`config.mk`:
```
export PLATFORM = sky130hd
export DESIGN_NAME = burst_packer
export DESIGN_NICKNAME = d
export VERILOG_FILES = /design/src/hdl/pixel_pkg.sv /design/src/hdl/frame_pkg.sv /design/src/hdl/burst_packer.sv
export VERILOG_INCLUDE_DIRS = /design/src /design/src/hdl
export SDC_FILE = /design/constraint.sdc
export NUM_CORES = 1
export LEC_CHECK = 0
export ABC_AREA = 1
export BUFFER_PORTS_ARGS = -buffer_cell sky130_fd_sc_hd__buf_2
export CAP_MARGIN = 10
export CORE_AREA = 2 2 621 623
export DETAILED_ROUTE_END_ITERATION = 12
export DIE_AREA = 0 0 623 625
export SETUP_SLACK_MARGIN = 0.4
export SYNTH_ARGS = -nofsm -noshare
export SYNTH_HDL_FRONTEND = slang
export SYNTH_SLANG_ARGS = --single-unit
```
`constraint.sdc`:
```
create_clock -name clk -period 1.5 [get_ports clk]
set_input_delay 0 -clock clk [delete_from_list [all_inputs] [get_ports clk]]
set_output_delay 0 -clock clk [all_outputs]
set_load 0.05 [all_outputs]
```
`src/hdl/frame_store_params.svh`:
```
`ifndef FRAME_STORE_PARAMS_SVH
`define FRAME_STORE_PARAMS_SVH

// One RGB pixel, 8 bits per channel
`define PIXEL_BITS 24

// Pixels moved by one wide line burst
`define BURST_PIXELS 64

// Frame size, kept a multiple of the burst length and the bank count
`define FRAME_PIXELS 1024

// Frame is split over this many equal banks
`define BANK_COUNT 4

// Rows in each bank
`define BANK_DEPTH (`FRAME_PIXELS / `BANK_COUNT)

// Width of one burst word
`define BURST_BITS (`BURST_PIXELS * `PIXEL_BITS)

`endif

```
`src/hdl/pixel_pkg.sv`:
```
`default_nettype none

`include "frame_store_params.svh"

package pixel_pkg;

	// Colour channels, red in the top byte and blue in the bottom byte
	typedef struct packed {
		logic [7:0] red;
		logic [7:0] green;
		logic [7:0] blue;
	} rgb_channels_t;

	// One pixel word
	// Store moves it as raw bits, luma path looks at the channels
	typedef union packed {
		logic [`PIXEL_BITS-1:0] raw;
		rgb_channels_t channels;
	} rgb_pixel_u;

	// Luminance byte
	typedef logic [7:0] luma_t;

endpackage

`default_nettype wire

```
`src/hdl/frame_pkg.sv`:
```
`default_nettype none

`include "frame_store_params.svh"

package frame_pkg;

	// Pixel address within one frame
	typedef logic [$clog2(`FRAME_PIXELS)-1:0] pixel_index_t;

	// One extra bit to catch the carry past the frame end
	typedef logic [$clog2(`FRAME_PIXELS):0] pixel_sum_t;

	// Bank number
	typedef logic [$clog2(`BANK_COUNT)-1:0] bank_index_t;

	// Row inside one bank
	typedef logic [$clog2(`BANK_DEPTH)-1:0] bank_row_t;

	// Pixel position inside a burst word
	typedef logic [$clog2(`BURST_PIXELS)-1:0] burst_slot_t;

endpackage

`default_nettype wire

```
`src/hdl/burst_packer.sv`:
```
`timescale 1ns/1ns
`default_nettype none

`include "frame_store_params.svh"

module burst_packer
	import pixel_pkg::*, frame_pkg::*;
(
	input wire logic clk,
	input wire logic reset,
	input wire rgb_pixel_u pixel_in,
	input wire logic pixel_valid,
	input wire logic frame_start,
	output logic [`BURST_BITS-1:0] write_data,
	output pixel_index_t write_address,
	output logic write_enable,
	output logic frame_written
);

	// Slot the next strobed pixel will land in
	burst_slot_t slot;
	logic slot_last;
	logic burst_full;
	logic last_burst;

	assign slot_last = (slot == burst_slot_t'(`BURST_PIXELS - 1));

	// Final pixel of a burst arrives this cycle
	assign burst_full = pixel_valid && slot_last;

	// Burst being filled is the one at the frame end
	assign last_burst = (write_address == pixel_index_t'(`FRAME_PIXELS - `BURST_PIXELS));

	// Burst register doubles as the write word
	// New pixel enters at the top, so the first one ends up in slot 0
	always_ff @(posedge clk) begin
		if (pixel_valid) begin
			write_data <= {pixel_in.raw, write_data[`BURST_BITS-1:`PIXEL_BITS]};
		end
	end

	always_ff @(posedge clk) begin
		if (reset) begin
			slot <= '0;
			write_address <= '0;
			write_enable <= 1'b0;
			frame_written <= 1'b0;
		end else begin
			// One-cycle write right after the burst fills
			write_enable <= burst_full;
			frame_written <= burst_full && last_burst;

			if (frame_start) begin
				// Restart at the top of the frame
				slot <= '0;
				write_address <= '0;
			end else begin
				if (pixel_valid) begin
					if (slot_last) begin
						slot <= '0;
					end else begin
						slot <= slot + 1'b1;
					end
				end

				// Address moves on once the store has taken the burst
				if (write_enable) begin
					if (last_burst) begin
						write_address <= '0;
					end else begin
						write_address <= pixel_index_t'(write_address + `BURST_PIXELS);
					end
				end
			end
		end
	end

	// Restart only between pixels, never on top of a strobe
	assert property (@(posedge clk) disable iff (reset)
		!(frame_start && pixel_valid))
		else $error("frame_start arrived together with pixel_valid");

endmodule

`default_nettype wire

```
### Word level (Yosys, flattened, before mapping)

Index checks and enable logic that the tools add are counted.

| cells by class | value |
|---|---|
| $add $sub $neg | 2 |
| multiply operators | 0 |
| divide/modulo/power cells | 0 |
| order comparisons | 0 |
| eq/ne operators | 2 |
| shifts and indexed selects | 0 |
| muxes and demuxes | 2 |
| bitwise logic cells | 0 |
| reductions and logical operators | 3 |

Operator list:

| cell | count |
|---|---|
| $add A10 B7 Y10 const B | 1 |
| $eq A10 B10 Y1 const B | 1 |
| $mux W10 | 1 |
| $add A6 B1 Y6 const B | 1 |
| $eq A6 B6 Y1 const B | 1 |
| $mux W6 | 1 |
| $logic_and A1 B1 Y1 | 2 |
| $reduce_or A2 Y1 | 1 |

| word-level totals | value |
|---|---|
| bits in registers | 1554 |
| bits in latches | 0 |
| RAM bits | 0 |
| ROM bits | 0 |
| output and inout port bits | 1548 |
| word-level logic and storage cells | 14 |
| memories kept | 0 |

### Longest topological paths before layout

| depth | value |
|---|---|
| depth after elaboration | 3 |
| depth in mapped cells | 6 |
| mapped depth without buffers | 6 |

### Least setup slack after synthesis

No wires, ideal clock.

| timing | value |
|---|---|
| path type | register to register |
| start point | register write_address[7] |
| end point | register write_address[6] |
| library setup time | 117 ps |
| arrival | 1280 ps |
| required time | 1383 ps |
| path slack | 103 ps |
| cell stages (with the launch flop) | 5 |
| path buffers | 0 |
| period minus slack after synthesis | 1397 ps |
| cell sequence | dfxtp_1 -> ha_1 -> nand3_1 -> a21oi_1 -> nor3_1 |

| between the ends | value |
|---|---|
| word-level cells in the longest chain between the ends | 2 |

RTL lines:

| what | line | text |
|---|---|---|
| start: declaration | burst_packer.sv:15 | `output pixel_index_t write_address,` |
| start signal: assignment | burst_packer.sv:71 | `` write_address <= pixel_index_t'(write_address + `BURST_PIXELS); `` |
| $eq A10 B10 Y1 | burst_packer.sv:32 | `` assign last_burst = (write_address == pixel_index_t'(`FRAME_PIXELS - `BURST_PIXELS)); `` |
| $mux W10 | burst_packer.sv:68 | `if (last_burst) begin` |

Every way passes these cells.
A chain may end at the register's enable or synchronous reset.

### Final worst setup path

| timing | value |
|---|---|
| start point | register write_data[342] |
| end point | output write_data[342] |

RTL lines:

| what | line | text |
|---|---|---|
| start: declaration | burst_packer.sv:14 | `` output logic [`BURST_BITS-1:0] write_data, `` |
| start signal: assignment | burst_packer.sv:38 | `` write_data <= {pixel_in.raw, write_data[`BURST_BITS-1:`PIXEL_BITS]}; `` |

No word-level cell between the ends.

==> qor.txt <==
first-pass detailed-route iteration total: 5
WL per Instance: 20.7 um
# IOs: 1576
routed wire length: 201000 um
top cell type's share of synthesized area: 0.988
async set-or-reset flop fraction in the synthesized netlist: 0
count leader, synth: edfxtp_1
grt met2 use: 0.192
Residual DRC: 0
Arr. time, crit path: 1650 ps
crit path launch type: register
final max-slew violation count: 0
area leader, netlist: edfxtp_1
share of cells above drive strength 1: 0.636
met1 usage: 0.0814
PwrDens: 1300 mW/mm^2
Seq cells post-synth: 1548
clk_lat worst skew: 840 ps
Post-synth top cells: 1536 x edfxtp_1, 17 x nand2_1, 12 x dfxtp_1, 8 x inv_1, 8 x nor2_1
vias per cell: 3.03
Post-DP Area: 0.0622 mm^2
Syn Area/Cell: 28.9 um^2
GR Overflow Total: 0
antenna violations before repair: 19
die area: 0.389 mm^2
Final nets: 4551
H-tree depth: 4
first-pass GRT wire length: 254000 um
Post-DP HPWL: 141000 um
Reg clk slew, reported paths: 50 ps
Clock Skew: 31.9 ps
setup ws final: -148 ps
gpl congestion: 0.947
status: finished with violations
GRT Overall Usage: 0.0936
slew of the pin with the lowest slew margin: 623 ps
violated checks: negative setup slack
deepest clock path buffer count: 4
max cap viols: 0
CP required: 1500 ps
HP Class: in2reg
Fillers: 38716
total negative setup slack: -7620 ps
final period utilization: 1.10
crit path capture type: primary output
initial drt markers: 1702
vias in the first global route: 29262
dpl ws: 71.4 ps
WS Path Type: reg2out
Synth warnings: 0
fin cells: 9723
Detail Route Antenna Nets: 0
Initial Util: 0.122
Core ar.: 0.384 mm^2
die width: 623 um
final setup fails: 168
Num Clock Sinks: 1548
LEAKAGE: 33.3 nW
Num CTS Buffers: 167
Placed Cells: 8371
routed vias: 29430
Hold Violations, Final: 0
largest net degree at the start of global routing: 94
RSZ-0062 raised after global routing: yes
minimum clock period: 1650 ps
FP Rows: 228
Design Power: 112 mW
met3 usage: 0.0269
number of flops mapped to enable cells by yosys: 1536
Seq/Total Area, Yosys: 0.993
Hold WS: 46.6 ps
Slew HR: 0.585
Design Area, Final: 0.0860 mm^2
area grow syn2layout: 84.2%
I/O Buffers: 1569
Synth Flop Type: edfxtp_1
worst vdd ir: 1100 uV
mapped cell area: 0.0467 mm^2
Syn Inst Count: 1614
Die Y: 625 um
CTS tree: done
GR peak layer: met2
CP max FO: 2
Core Util, Final: 0.224
clock root buffer: clkbuf_16
Max Clock Freq: 607 MHz
top cells by area, synth: edfxtp_1 99%, dfxtp_1 0.51%, nand2_1 0.14%
synth unique cells: 20
## worst max-delay path, stage by stage (launching register included)
cell and delay (ps):
edfxtp_1 500, buf_6 190, buf_8 140
## registers in the layout (all words and copies together), names as in the netlist
signal and flops:
write_data 1536, write_enable 1, frame_written 1, slot 6, write_address 4
## placed cells by master (no fill, tap or decap), types with 8 or more instances in the layout
master,n
clkinvlp_4,11
inv_1,8
dlygate4sd3_1,48
buf_2,26
buf_12,69
buf_8,33
bufinv_16,15
buf_4,1033
clkinv_1,25
clkinv_2,25
buf_6,1528
clkbuf_16,170
edfxtp_1,1536
diode_2,11
nand2_1,17
inv_6,8
clkbuf_1,28
## layer usage
metal / vias to the layer above / wire [um]
met2: 1657 / 116000
met4: 0 / 11100
met5: - / 0
li1: 12412 / -
met3: 371 / 15300
met1: 14990 / 59000
## path summary, 6_finish.rpt
kind                                        from          endpoint  slack (ps)  depth (start not counted)
worst min-delay path                 pixel_valid           slot[0]          50                          7
worst min register to register  write_data[1351]  write_data[1327]         460                          0
worst max register to register   write_data[940]   write_data[916]         360                          3
worst max-delay path             write_data[342]   write_data[342]        -150                          2
## repair_timing
item                                    in CTS  in global routing
gates cloned                                 0                  0
resized for setup                         3230                 23
pin swaps                                    2                  5
endpoints found under the setup margin    1549               1552
hold endpoints to repair                   987                  0
buffers inserted                           621                368
hold buffers                                52                  0
## cells by family (layout without fill, tap and decap cells)
logic type | count (synthesis) | after routing | synth area share
buffers and inverters | 14 | 3047 | 0.00161
adder cells (fa/ha/maj) | 2 | 2 | 0.000536
multiplexers | 1 | 1 | 0.000214
AND/OR/NAND/NOR | 39 | 39 | 0.00391
flip-flops | 1548 | 1548 | 0.993
AO/OA/AOI/OAI | 9 | 9 | 0.000964
other | 1 | 17 | 0.0000803
## final cells by class
cell class	count	area, um^2	share of cell area
antenna	11	27.5	0.000320
clock buffer	199	4370	0.0508
timing repair buffer	2739	27500	0.319
sequential	1548	46400	0.539
clock inverter	101	1040	0.0121
inverter	8	30.0	0.000349
tap	5060	6330	0.0736
multi-input combinational	57	359	0.00417
## power breakdown
| group | internal [mW] | switching (mW) |
|---|---|---|
| Combinational | 6.27 | 11.4 |
| Sequential | 50.4 | 2.09 |
| Clock | 23.6 | 18.0 |
Note: power is estimated with default switching activity, not from simulation.
