<file path="src/hdl/frame_store_params.svh">
`ifndef FRAME_STORE_PARAMS_SVH
`define FRAME_STORE_PARAMS_SVH

// One RGB pixel, 8 bits per channel
`define PIXEL_BITS 24

// Pixels moved by one wide line burst
`define BURST_PIXELS 64

// Frame size, kept a multiple of the burst length and the bank count
`define FRAME_PIXELS 1024

// Frame is split over this many equal banks
`define BANK_COUNT 4

// Rows in each bank
`define BANK_DEPTH (`FRAME_PIXELS / `BANK_COUNT)

// Width of one burst word
`define BURST_BITS (`BURST_PIXELS * `PIXEL_BITS)

`endif

</file>
<file path="src/hdl/pixel_pkg.sv">
`default_nettype none

`include "frame_store_params.svh"

package pixel_pkg;

	// Colour channels, red in the top byte and blue in the bottom byte
	typedef struct packed {
		logic [7:0] red;
		logic [7:0] green;
		logic [7:0] blue;
	} rgb_channels_t;

	// One pixel word
	// Store moves it as raw bits, luma path looks at the channels
	typedef union packed {
		logic [`PIXEL_BITS-1:0] raw;
		rgb_channels_t channels;
	} rgb_pixel_u;

	// Luminance byte
	typedef logic [7:0] luma_t;

endpackage

`default_nettype wire

</file>
<file path="src/hdl/frame_pkg.sv">
`default_nettype none

`include "frame_store_params.svh"

package frame_pkg;

	// Pixel address within one frame
	typedef logic [$clog2(`FRAME_PIXELS)-1:0] pixel_index_t;

	// One extra bit to catch the carry past the frame end
	typedef logic [$clog2(`FRAME_PIXELS):0] pixel_sum_t;

	// Bank number
	typedef logic [$clog2(`BANK_COUNT)-1:0] bank_index_t;

	// Row inside one bank
	typedef logic [$clog2(`BANK_DEPTH)-1:0] bank_row_t;

	// Pixel position inside a burst word
	typedef logic [$clog2(`BURST_PIXELS)-1:0] burst_slot_t;

endpackage

`default_nettype wire

</file>
<file path="src/hdl/luma_reader.sv">
`timescale 1ns/1ns
`default_nettype none

`include "frame_store_params.svh"

module luma_reader
	import pixel_pkg::*, frame_pkg::*;
(
	input wire logic clk,
	input wire logic reset,
	input wire logic read_start,
	input wire pixel_index_t read_base,
	input wire logic [`BURST_BITS-1:0] read_data,
	output pixel_index_t read_address,
	output logic read_enable,
	output luma_t luma,
	output logic luma_valid,
	output logic read_done
);

	// High while read_data slots are being converted
	logic unpack_active;
	burst_slot_t slot;
	pixel_index_t pixel_count;
	rgb_pixel_u current_pixel;
	logic slot_last;
	logic last_pixel;
	logic issue_next;
	pixel_sum_t next_sum;
	pixel_index_t next_address;

	// Integer luma weights out of 256
	function automatic luma_t luma_of(input rgb_pixel_u px);
		logic [15:0] weighted;
		weighted = 16'd77 * 16'(px.channels.red)
			+ 16'd150 * 16'(px.channels.green)
			+ 16'd29 * 16'(px.channels.blue);
		return luma_t'(weighted >> 8);
	endfunction

	// Slot under conversion this cycle
	assign current_pixel.raw = read_data[slot*`PIXEL_BITS +: `PIXEL_BITS];

	assign slot_last = (slot == burst_slot_t'(`BURST_PIXELS - 1));
	assign last_pixel = (pixel_count == pixel_index_t'(`FRAME_PIXELS - 1));

	// Start of the following burst, wrapped at the frame end
	assign next_sum = pixel_sum_t'(read_address) + pixel_sum_t'(`BURST_PIXELS);
	assign next_address = (next_sum >= `FRAME_PIXELS) ?
		pixel_index_t'(next_sum - pixel_sum_t'(`FRAME_PIXELS)) : pixel_index_t'(next_sum);

	// Fetch two slots before the end so the new word lands right after slot 63
	assign issue_next = unpack_active
		&& (slot == burst_slot_t'(`BURST_PIXELS - 2))
		&& (pixel_count < pixel_index_t'(`FRAME_PIXELS - `BURST_PIXELS));

	always_ff @(posedge clk) begin
		if (reset) begin
			read_enable <= 1'b0;
			read_address <= '0;
			unpack_active <= 1'b0;
			slot <= '0;
			pixel_count <= '0;
			luma_valid <= 1'b0;
			read_done <= 1'b0;
		end else begin
			// Luma register is loaded whenever a slot is converted
			luma_valid <= unpack_active;
			read_done <= unpack_active && last_pixel;

			// Burst fetches, first one straight from the requested base
			if (read_start) begin
				read_enable <= 1'b1;
				read_address <= read_base;
			end else if (issue_next) begin
				read_enable <= 1'b1;
				read_address <= next_address;
			end else begin
				read_enable <= 1'b0;
			end

			// First fetch starts conversion, last pixel ends it
			if (read_enable && !unpack_active) begin
				unpack_active <= 1'b1;
			end else if (unpack_active && last_pixel) begin
				unpack_active <= 1'b0;
			end

			// Walk the slots, counters are back at zero for the next frame
			if (unpack_active) begin
				if (last_pixel) begin
					slot <= '0;
					pixel_count <= '0;
				end else begin
					slot <= slot_last ? '0 : slot + 1'b1;
					pixel_count <= pixel_count + 1'b1;
				end
			end
		end
	end

	always_ff @(posedge clk) begin
		if (unpack_active) begin
			luma <= luma_of(current_pixel);
		end
	end

	// A new read waits until the previous frame has been fetched and converted
	assert property (@(posedge clk) disable iff (reset)
		read_start |-> !(read_enable || unpack_active))
		else $error("read_start during a frame read");

endmodule

`default_nettype wire

</file>
<file path="config.mk">
export PLATFORM = sky130hd
export DESIGN_NAME = luma_reader
export DESIGN_NICKNAME = d
export VERILOG_FILES = /design/src/hdl/pixel_pkg.sv /design/src/hdl/frame_pkg.sv /design/src/hdl/luma_reader.sv
export VERILOG_INCLUDE_DIRS = /design/src /design/src/hdl
export SDC_FILE = /design/constraint.sdc
export NUM_CORES = 1
export LEC_CHECK = 0
export BUFFER_PORTS_ARGS = -buffer_cell sky130_fd_sc_hd__buf_2
export CORE_AREA = 2 2 618 620
export CTS_CLUSTER_DIAMETER = 150
export CTS_CLUSTER_SIZE = 28
export DETAILED_ROUTE_END_ITERATION = 12
export DIE_AREA = 0 0 620 622
export HOLD_SLACK_MARGIN = 0.06
export PLACE_DENSITY = 0.31
export REMOVE_ABC_BUFFERS = 1
export SLEW_MARGIN = 20
export SYNTH_ARGS = -nofsm -noshare
export SYNTH_HDL_FRONTEND = slang
export SYNTH_SLANG_ARGS = --single-unit
</file>
<file path="constraint.sdc">
create_clock -name clk -period 25.5 [get_ports clk]
set_input_delay 2.55 -clock clk [delete_from_list [all_inputs] [get_ports clk]]
set_output_delay 2.55 -clock clk [all_outputs]
set_load 0.05 [all_outputs]
</file>
# Word level (Yosys, flattened, before mapping)
# Cells that the tools add are included.
dict set report word_totals {
  register_bits 38
  input_bits 1549
  output_inout_bits 21
  elab_cells 41
}
dict set report classes {
  addsub 6
  n_mul 4
  magnitude_cmp 2
  eq_ne 3
  shift 1
  muxes 10
  n_reduce_logical 7
}
# op n
set ops {}
lappend ops {{variable part select 1536 x 12 -> 24 bit} 1}
lappend ops {{two-way mux 10 bit} 4}
lappend ops {{multiplier 7 x 8 -> 15 bit, first input constant} 2}
lappend ops {{adder 15 x 16 -> 16 bit} 1}
lappend ops {{adder 16 x 13 -> 16 bit} 1}
lappend ops {{multiplier 5 x 8 -> 13 bit, first input constant} 1}
lappend ops {{equality test 6 bit, second input constant} 2}
lappend ops {{two-way mux 6 bit} 2}
lappend ops {{adder 10 x 7 -> 11 bit, second input constant} 1}
lappend ops {{>= comparator 11 bit, second input constant} 1}
lappend ops {{adder 10 x 1 -> 10 bit, second input constant} 1}
lappend ops {{equality test 10 bit, second input constant} 1}
lappend ops {{less-than comparator 10 bit, second input constant} 1}
lappend ops {{subtractor 10 x 1 -> 10 bit, second input constant} 1}
lappend ops {{multiplier 6 x 2 -> 8 bit, second input constant} 1}
lappend ops {{adder 6 x 1 -> 6 bit, second input constant} 1}
lappend ops {{logical AND 1 bit} 4}
lappend ops {{two-way mux 1 bit} 4}
lappend ops {{nonzero test 2 bit} 2}
lappend ops {{zero test 1 bit} 1}

# Longest topological paths before layout
dict set report depth {
  word_depth 5
  mapped_depth 34
  depth_no_buf 28
}

# Worst setup path after synthesis
# OpenSTA, ideal clock, no wires.
dict set report synth_timing {
  kind {input to register}
  from {input port read_data[1140]}
  to {register luma[7] (data pin)}
  setup_ns 0.264
  arrival_ns 9.437
  required_ns 25.236
  setup_slack_ns 15.799
  cell_stages 25
  path_buffers 0
  path_cell_list {mux4_2 > mux4_2 > mux4_2 > ha_1 > ha_1 > inv_1 > fa_1 > fa_1 > inv_1 > ha_1 > xnor2_1 > fa_1 > fa_1 > inv_1 > fa_1 > fa_1 > inv_1 > ha_1 > nand3_1 > nor2_1 > nand2_1 > o21a_1 > a311oi_4 > o41a_1 > nand4_1}
}
dict set report synth_between {
  elab_chain_cells 4
  word_cells_on_any_way 6
  cone_classes {2 x add/sub; 3 x mul; 1 x shift}
}
# item line
set synth_rtl {}
lappend synth_rtl {{start, declared} luma_reader.sv:13} ;# input wire logic [`BURST_BITS-1:0] read_data,
lappend synth_rtl {{variable part select 1536 x 12 -> 24 bit *} luma_reader.sv:42} ;# assign current_pixel.raw = read_data[slot*`PIXEL_BITS +: `PIXEL_BITS];
lappend synth_rtl {{multiplier 7 x 8 -> 15 bit, on equally long branches} {luma_reader.sv:35, luma_reader.sv:36}}
lappend synth_rtl {{adder 15 x 16 -> 16 bit} luma_reader.sv:36} ;# + 16'd150 * 16'(px.channels.green)
lappend synth_rtl {{adder 16 x 13 -> 16 bit *} luma_reader.sv:37} ;# + 16'd29 * 16'(px.channels.blue);
lappend synth_rtl {{end signal, assigned} luma_reader.sv:104} ;# luma <= luma_of(current_pixel);
lappend synth_rtl {{end, declared} luma_reader.sv:16} ;# output luma_t luma,
# Mark *: on every way between the ends. The rest lies on a longest branch, timed or not.
# A chain may end at the register's enable or synchronous reset.

# Worst setup path in the final report
dict set report layout_timing {
  from {register slot[1]}
  to {register luma[7] (data pin)}
}
dict set report layout_between {
  elab_chain_cells 5
  word_cells_on_any_way 7
  cone_classes {2 x add/sub; 4 x mul; 1 x shift}
}
# item line
set layout_rtl {}
lappend layout_rtl {{start, declared} luma_reader.sv:23} ;# burst_slot_t slot;
lappend layout_rtl {{start signal, assigned} luma_reader.sv:95} ;# slot <= slot_last ? '0 : slot + 1'b1;
lappend layout_rtl {{multiplier 6 x 2 -> 8 bit (no line) *} -}
lappend layout_rtl {{variable part select 1536 x 12 -> 24 bit *} luma_reader.sv:42}
lappend layout_rtl {{multiplier 7 x 8 -> 15 bit, on equally long branches} {luma_reader.sv:35, luma_reader.sv:36}}
lappend layout_rtl {{adder 15 x 16 -> 16 bit} luma_reader.sv:36}
lappend layout_rtl {{adder 16 x 13 -> 16 bit *} luma_reader.sv:37}
# Marked as above.

==> summary.txt <==
Cells and area
  • Area occupied by multi-input gates: around 0.015 mm²
  • Final nets: 4345
  • Layout cell share with drive strength beyond 1: 0.798
  • Total area of sequential cells: 860 µm²
  • Filler instances: approximately 44000
  • Final design utilization: 0.0815
  • P&R area growth vs syn: 84.1%

Setup path
  • Most Frequent Cell on Critical Path: fa_1
  • Crit Path Max Fanout: 51
  • R2R Setup Slk: 14.68 ns
  • CP required: approximately 26 ns
  • Crit path kind: reg2reg
  • Data arrival, critical path: roughly 11 ns
  • Reg2reg start: slot[1]$_SDFFE_PP0P_
  • Critical Path End Type: register
  • Reg2Reg Depth: 28
  • Slowest-stage cell, CP: dfxtp_4
  • Max incr delay on CP: ~0.76 ns
  • Worst setup SP type: register
  • Reg2reg end: luma[7]$_DFFE_PP_

Clock tree
  • Postcts setup bufs: 0
  • TritonCTS sink count: 38
  • Clock Latency Late Sink: around 0.32 ns
  • Longest Clk Path Bufs: 2
  • TritonCTS clock tree: yes
  • Hold buffer count at CTS: 0
  • Root buffer cell: clkbuf_16
  • CTS HTree Levels: 2
  • Cts bufs inserted: 5
  • CTS resizes: 0
  • Reg clk slew, reported paths: 0.07 ns

Pwr
  • PwrDens: roughly 65 mW/mm²
  • Leakage power: between 0.01 and 0.015 µW
  • Maximum vdd drop: around 180 µV

Global routing
  • First-pass GRT wire length: between 200000 and 250000 µm
  • Vias in the first global route: about 21000
  • Largest net degree at the start of global routing: 95
  • Number of antenna violations at the first check in global routing: 190
  • Global route overflow: 0
  • GRT Total Usage: 0.0979

Min path
  • Hold Path Class: reg2reg
  • Min-Delay Path Depth: 2
  • Hold Path Origin: read_enable$_SDFF_PP0_
  • Min-Delay Endpoint: unpack_active$_SDFFE_PP0P_

Detailed routing
  • Via density: about 2.6
  • Antenna Nets Post-Route: 0
  • Detailed router's first-iteration violation count: 1057
  • Via count: around 20000
  • First-pass detailed-route iteration total: 5
  • Remaining DRCs: 0
  • Drt wl/cell: about 25 µm
  • Routed Wire Length: between 150000 and 200000 µm

STA
  • Final Hold Fails: 0
  • Slew Limit Fails: 0
  • Clk_skew: ~0.015 ns
  • Final setup violation count: 0
  • Slew at the pin closest to its max-slew limit: approximately 1 ns
  • Min Tclk post-route: around 11 ns
  • Unrepaired setup endpoints after global routing: false
  • Setup TNS Final: 0 ns
  • Slew headroom: 0.332
  • Part of the cycle the worst path needs: 0.424
  • Max Freq: 92.4 MHz

Synthesis
  • Top-count cell post-synth: mux4_2
  • Syn Area/Cell: approximately 14 µm²
  • Synth top area cells: mux4_2 65%, fa_1 6.6%, ha_1 6.6%
  • Ys flop type: dfxtp_1
  • Post-synth ARST share: 0
  • Post-synth top cells: 483 x mux4_2, 98 x inv_1, 88 x ha_1
  • Sequential area share after synthesis: 0.0502
  • YS warnings: 0
  • Top cell type by total area after synthesis: mux4_2
  • #FFs+latches synth: 38
  • Cells after synthesis: approximately 1200
  • Post-synthesis cell area: 0.0168 mm²
  • Yosys top cell area share: 0.649
  • Count of different cell masters after synthesis: 59
  • Post-synth EDFFs: 8

Place
  • Post-DP HPWL: approximately 180000 µm
  • PortBufs: 1569
  • Gpl congestion: approximately 0.94

Floorplanning
  • Initial core utilization: 0.0443
  • Core region area: 0.378 mm²
  • Die Wd: roughly 620 µm
  • Num ports: 1570
  • Row Count: 226
  • Die Area: approximately 0.39 mm²
  • Die H: a little over 600 µm

Outcome
  • Status: finished clean

Flow run
  • Max Cap Violations: 0
[power by group]
part | switching, µW | internal, µW
clock | 32.0 | 35.9
sequential | 10.2 | 137
combinational | 998 | 779
[layer usage]
layer / part of all wire / vias up / global-route usage
met2: 0.49 / 1247 / 0.174
met3: 0.082 / 315 / 0.0277
met5: 0.0030 / - / 0
met4: 0.024 / 82 / 0.0154
met1: 0.40 / 10209 / 0.118
li1: - / 8084 / -
[worst max-delay path, delay by kind of cell, from the launching register on]
family	cells	cell delay, ns
mux	3	1.76
compound gates	3	0.69
fa+ha+maj	10	4.24
xor+xnor	1	0.24
simple gates	4	0.44
flops	1	0.76
buf+inv	7	2.17
[worst max-delay path by stage]
stage	startpoint	to	slack (ns)	cells after the start
3_3_place_gp	slot[1]$_SDFFE_PP0P_	luma[7]$_DFFE_PP_	14.34	28
5_1_grt	slot[1]$_SDFFE_PP0P_	luma[7]$_DFFE_PP_	14.10	28
3_5_place_dp	slot[1]$_SDFFE_PP0P_	luma[7]$_DFFE_PP_	14.51	28
2_1_floorplan	slot[0]$_SDFFE_PP0P_	luma[7]$_DFFE_PP_	2.85	23
4_1_cts	slot[1]$_SDFFE_PP0P_	luma[7]$_DFFE_PP_	14.52	28
6_report	slot[1]$_SDFFE_PP0P_	luma[7]$_DFFE_PP_	14.68	28
[flip-flops by register name (all words and copies together), names as in the netlist]
name,flops
read_done,1
luma,8
pixel_count,10
read_address,10
luma_valid,1
slot,6
read_enable,1
unpack_active,1
[layout make-up]
type	count	area share
antenna	55	0.00446
timing repair buffer	1603	0.264
inverter	106	0.0130
sequential	38	0.0279
clock inverter	3	0.000527
tap	5016	0.203
clock buffer	5	0.00406
multi-input combinational	899	0.483
[cell usage in the layout, fill, tap and decap left out, drive strengths merged, types with 5 or more instances in the layout]
| cell type | n |
|---|---|
| nor2 | 45 |
| or3 | 5 |
| dfxtp | 30 |
| o21bai | 6 |
| nor3 | 7 |
| mux2 | 7 |
| o21ai | 7 |
| diode | 55 |
| buf | 1603 |
| xor2 | 14 |
| xnor2 | 15 |
| fa | 55 |
| nor2b | 5 |
| clkbuf | 5 |
| mux2i | 36 |
| a22oi | 6 |
| nand4 | 10 |
| a21oi | 24 |
| mux4 | 483 |
| a21o | 5 |
| nand3 | 14 |
| inv | 105 |
| edfxtp | 8 |
| ha | 88 |
| nand2 | 27 |
[cell families after synthesis]
group,synth area share
mux,0.675
buf+inv,0.0620
fa+ha+maj,0.131
simple gates,0.0366
compound gates,0.0294
flops,0.0502
xor+xnor,0.0152
[through the flow]
step                      cells  power [µW]  worst slack [ns]  hold WS [ns]  instance area [µm²]
after floorplan            1043        1450              2.85         0.457                16100
after global placement     7662        2000             14.34         0.468                30600
after detailed placement   7662        1980             14.51         0.477                30600
after CTS                  7670        2070             14.52         0.493                30700
after global routing       7693        2250             14.10         0.521                30800
final                      7725        1990             14.68         0.489                30900
No activity file was read; power rests on OpenSTA's default activity.
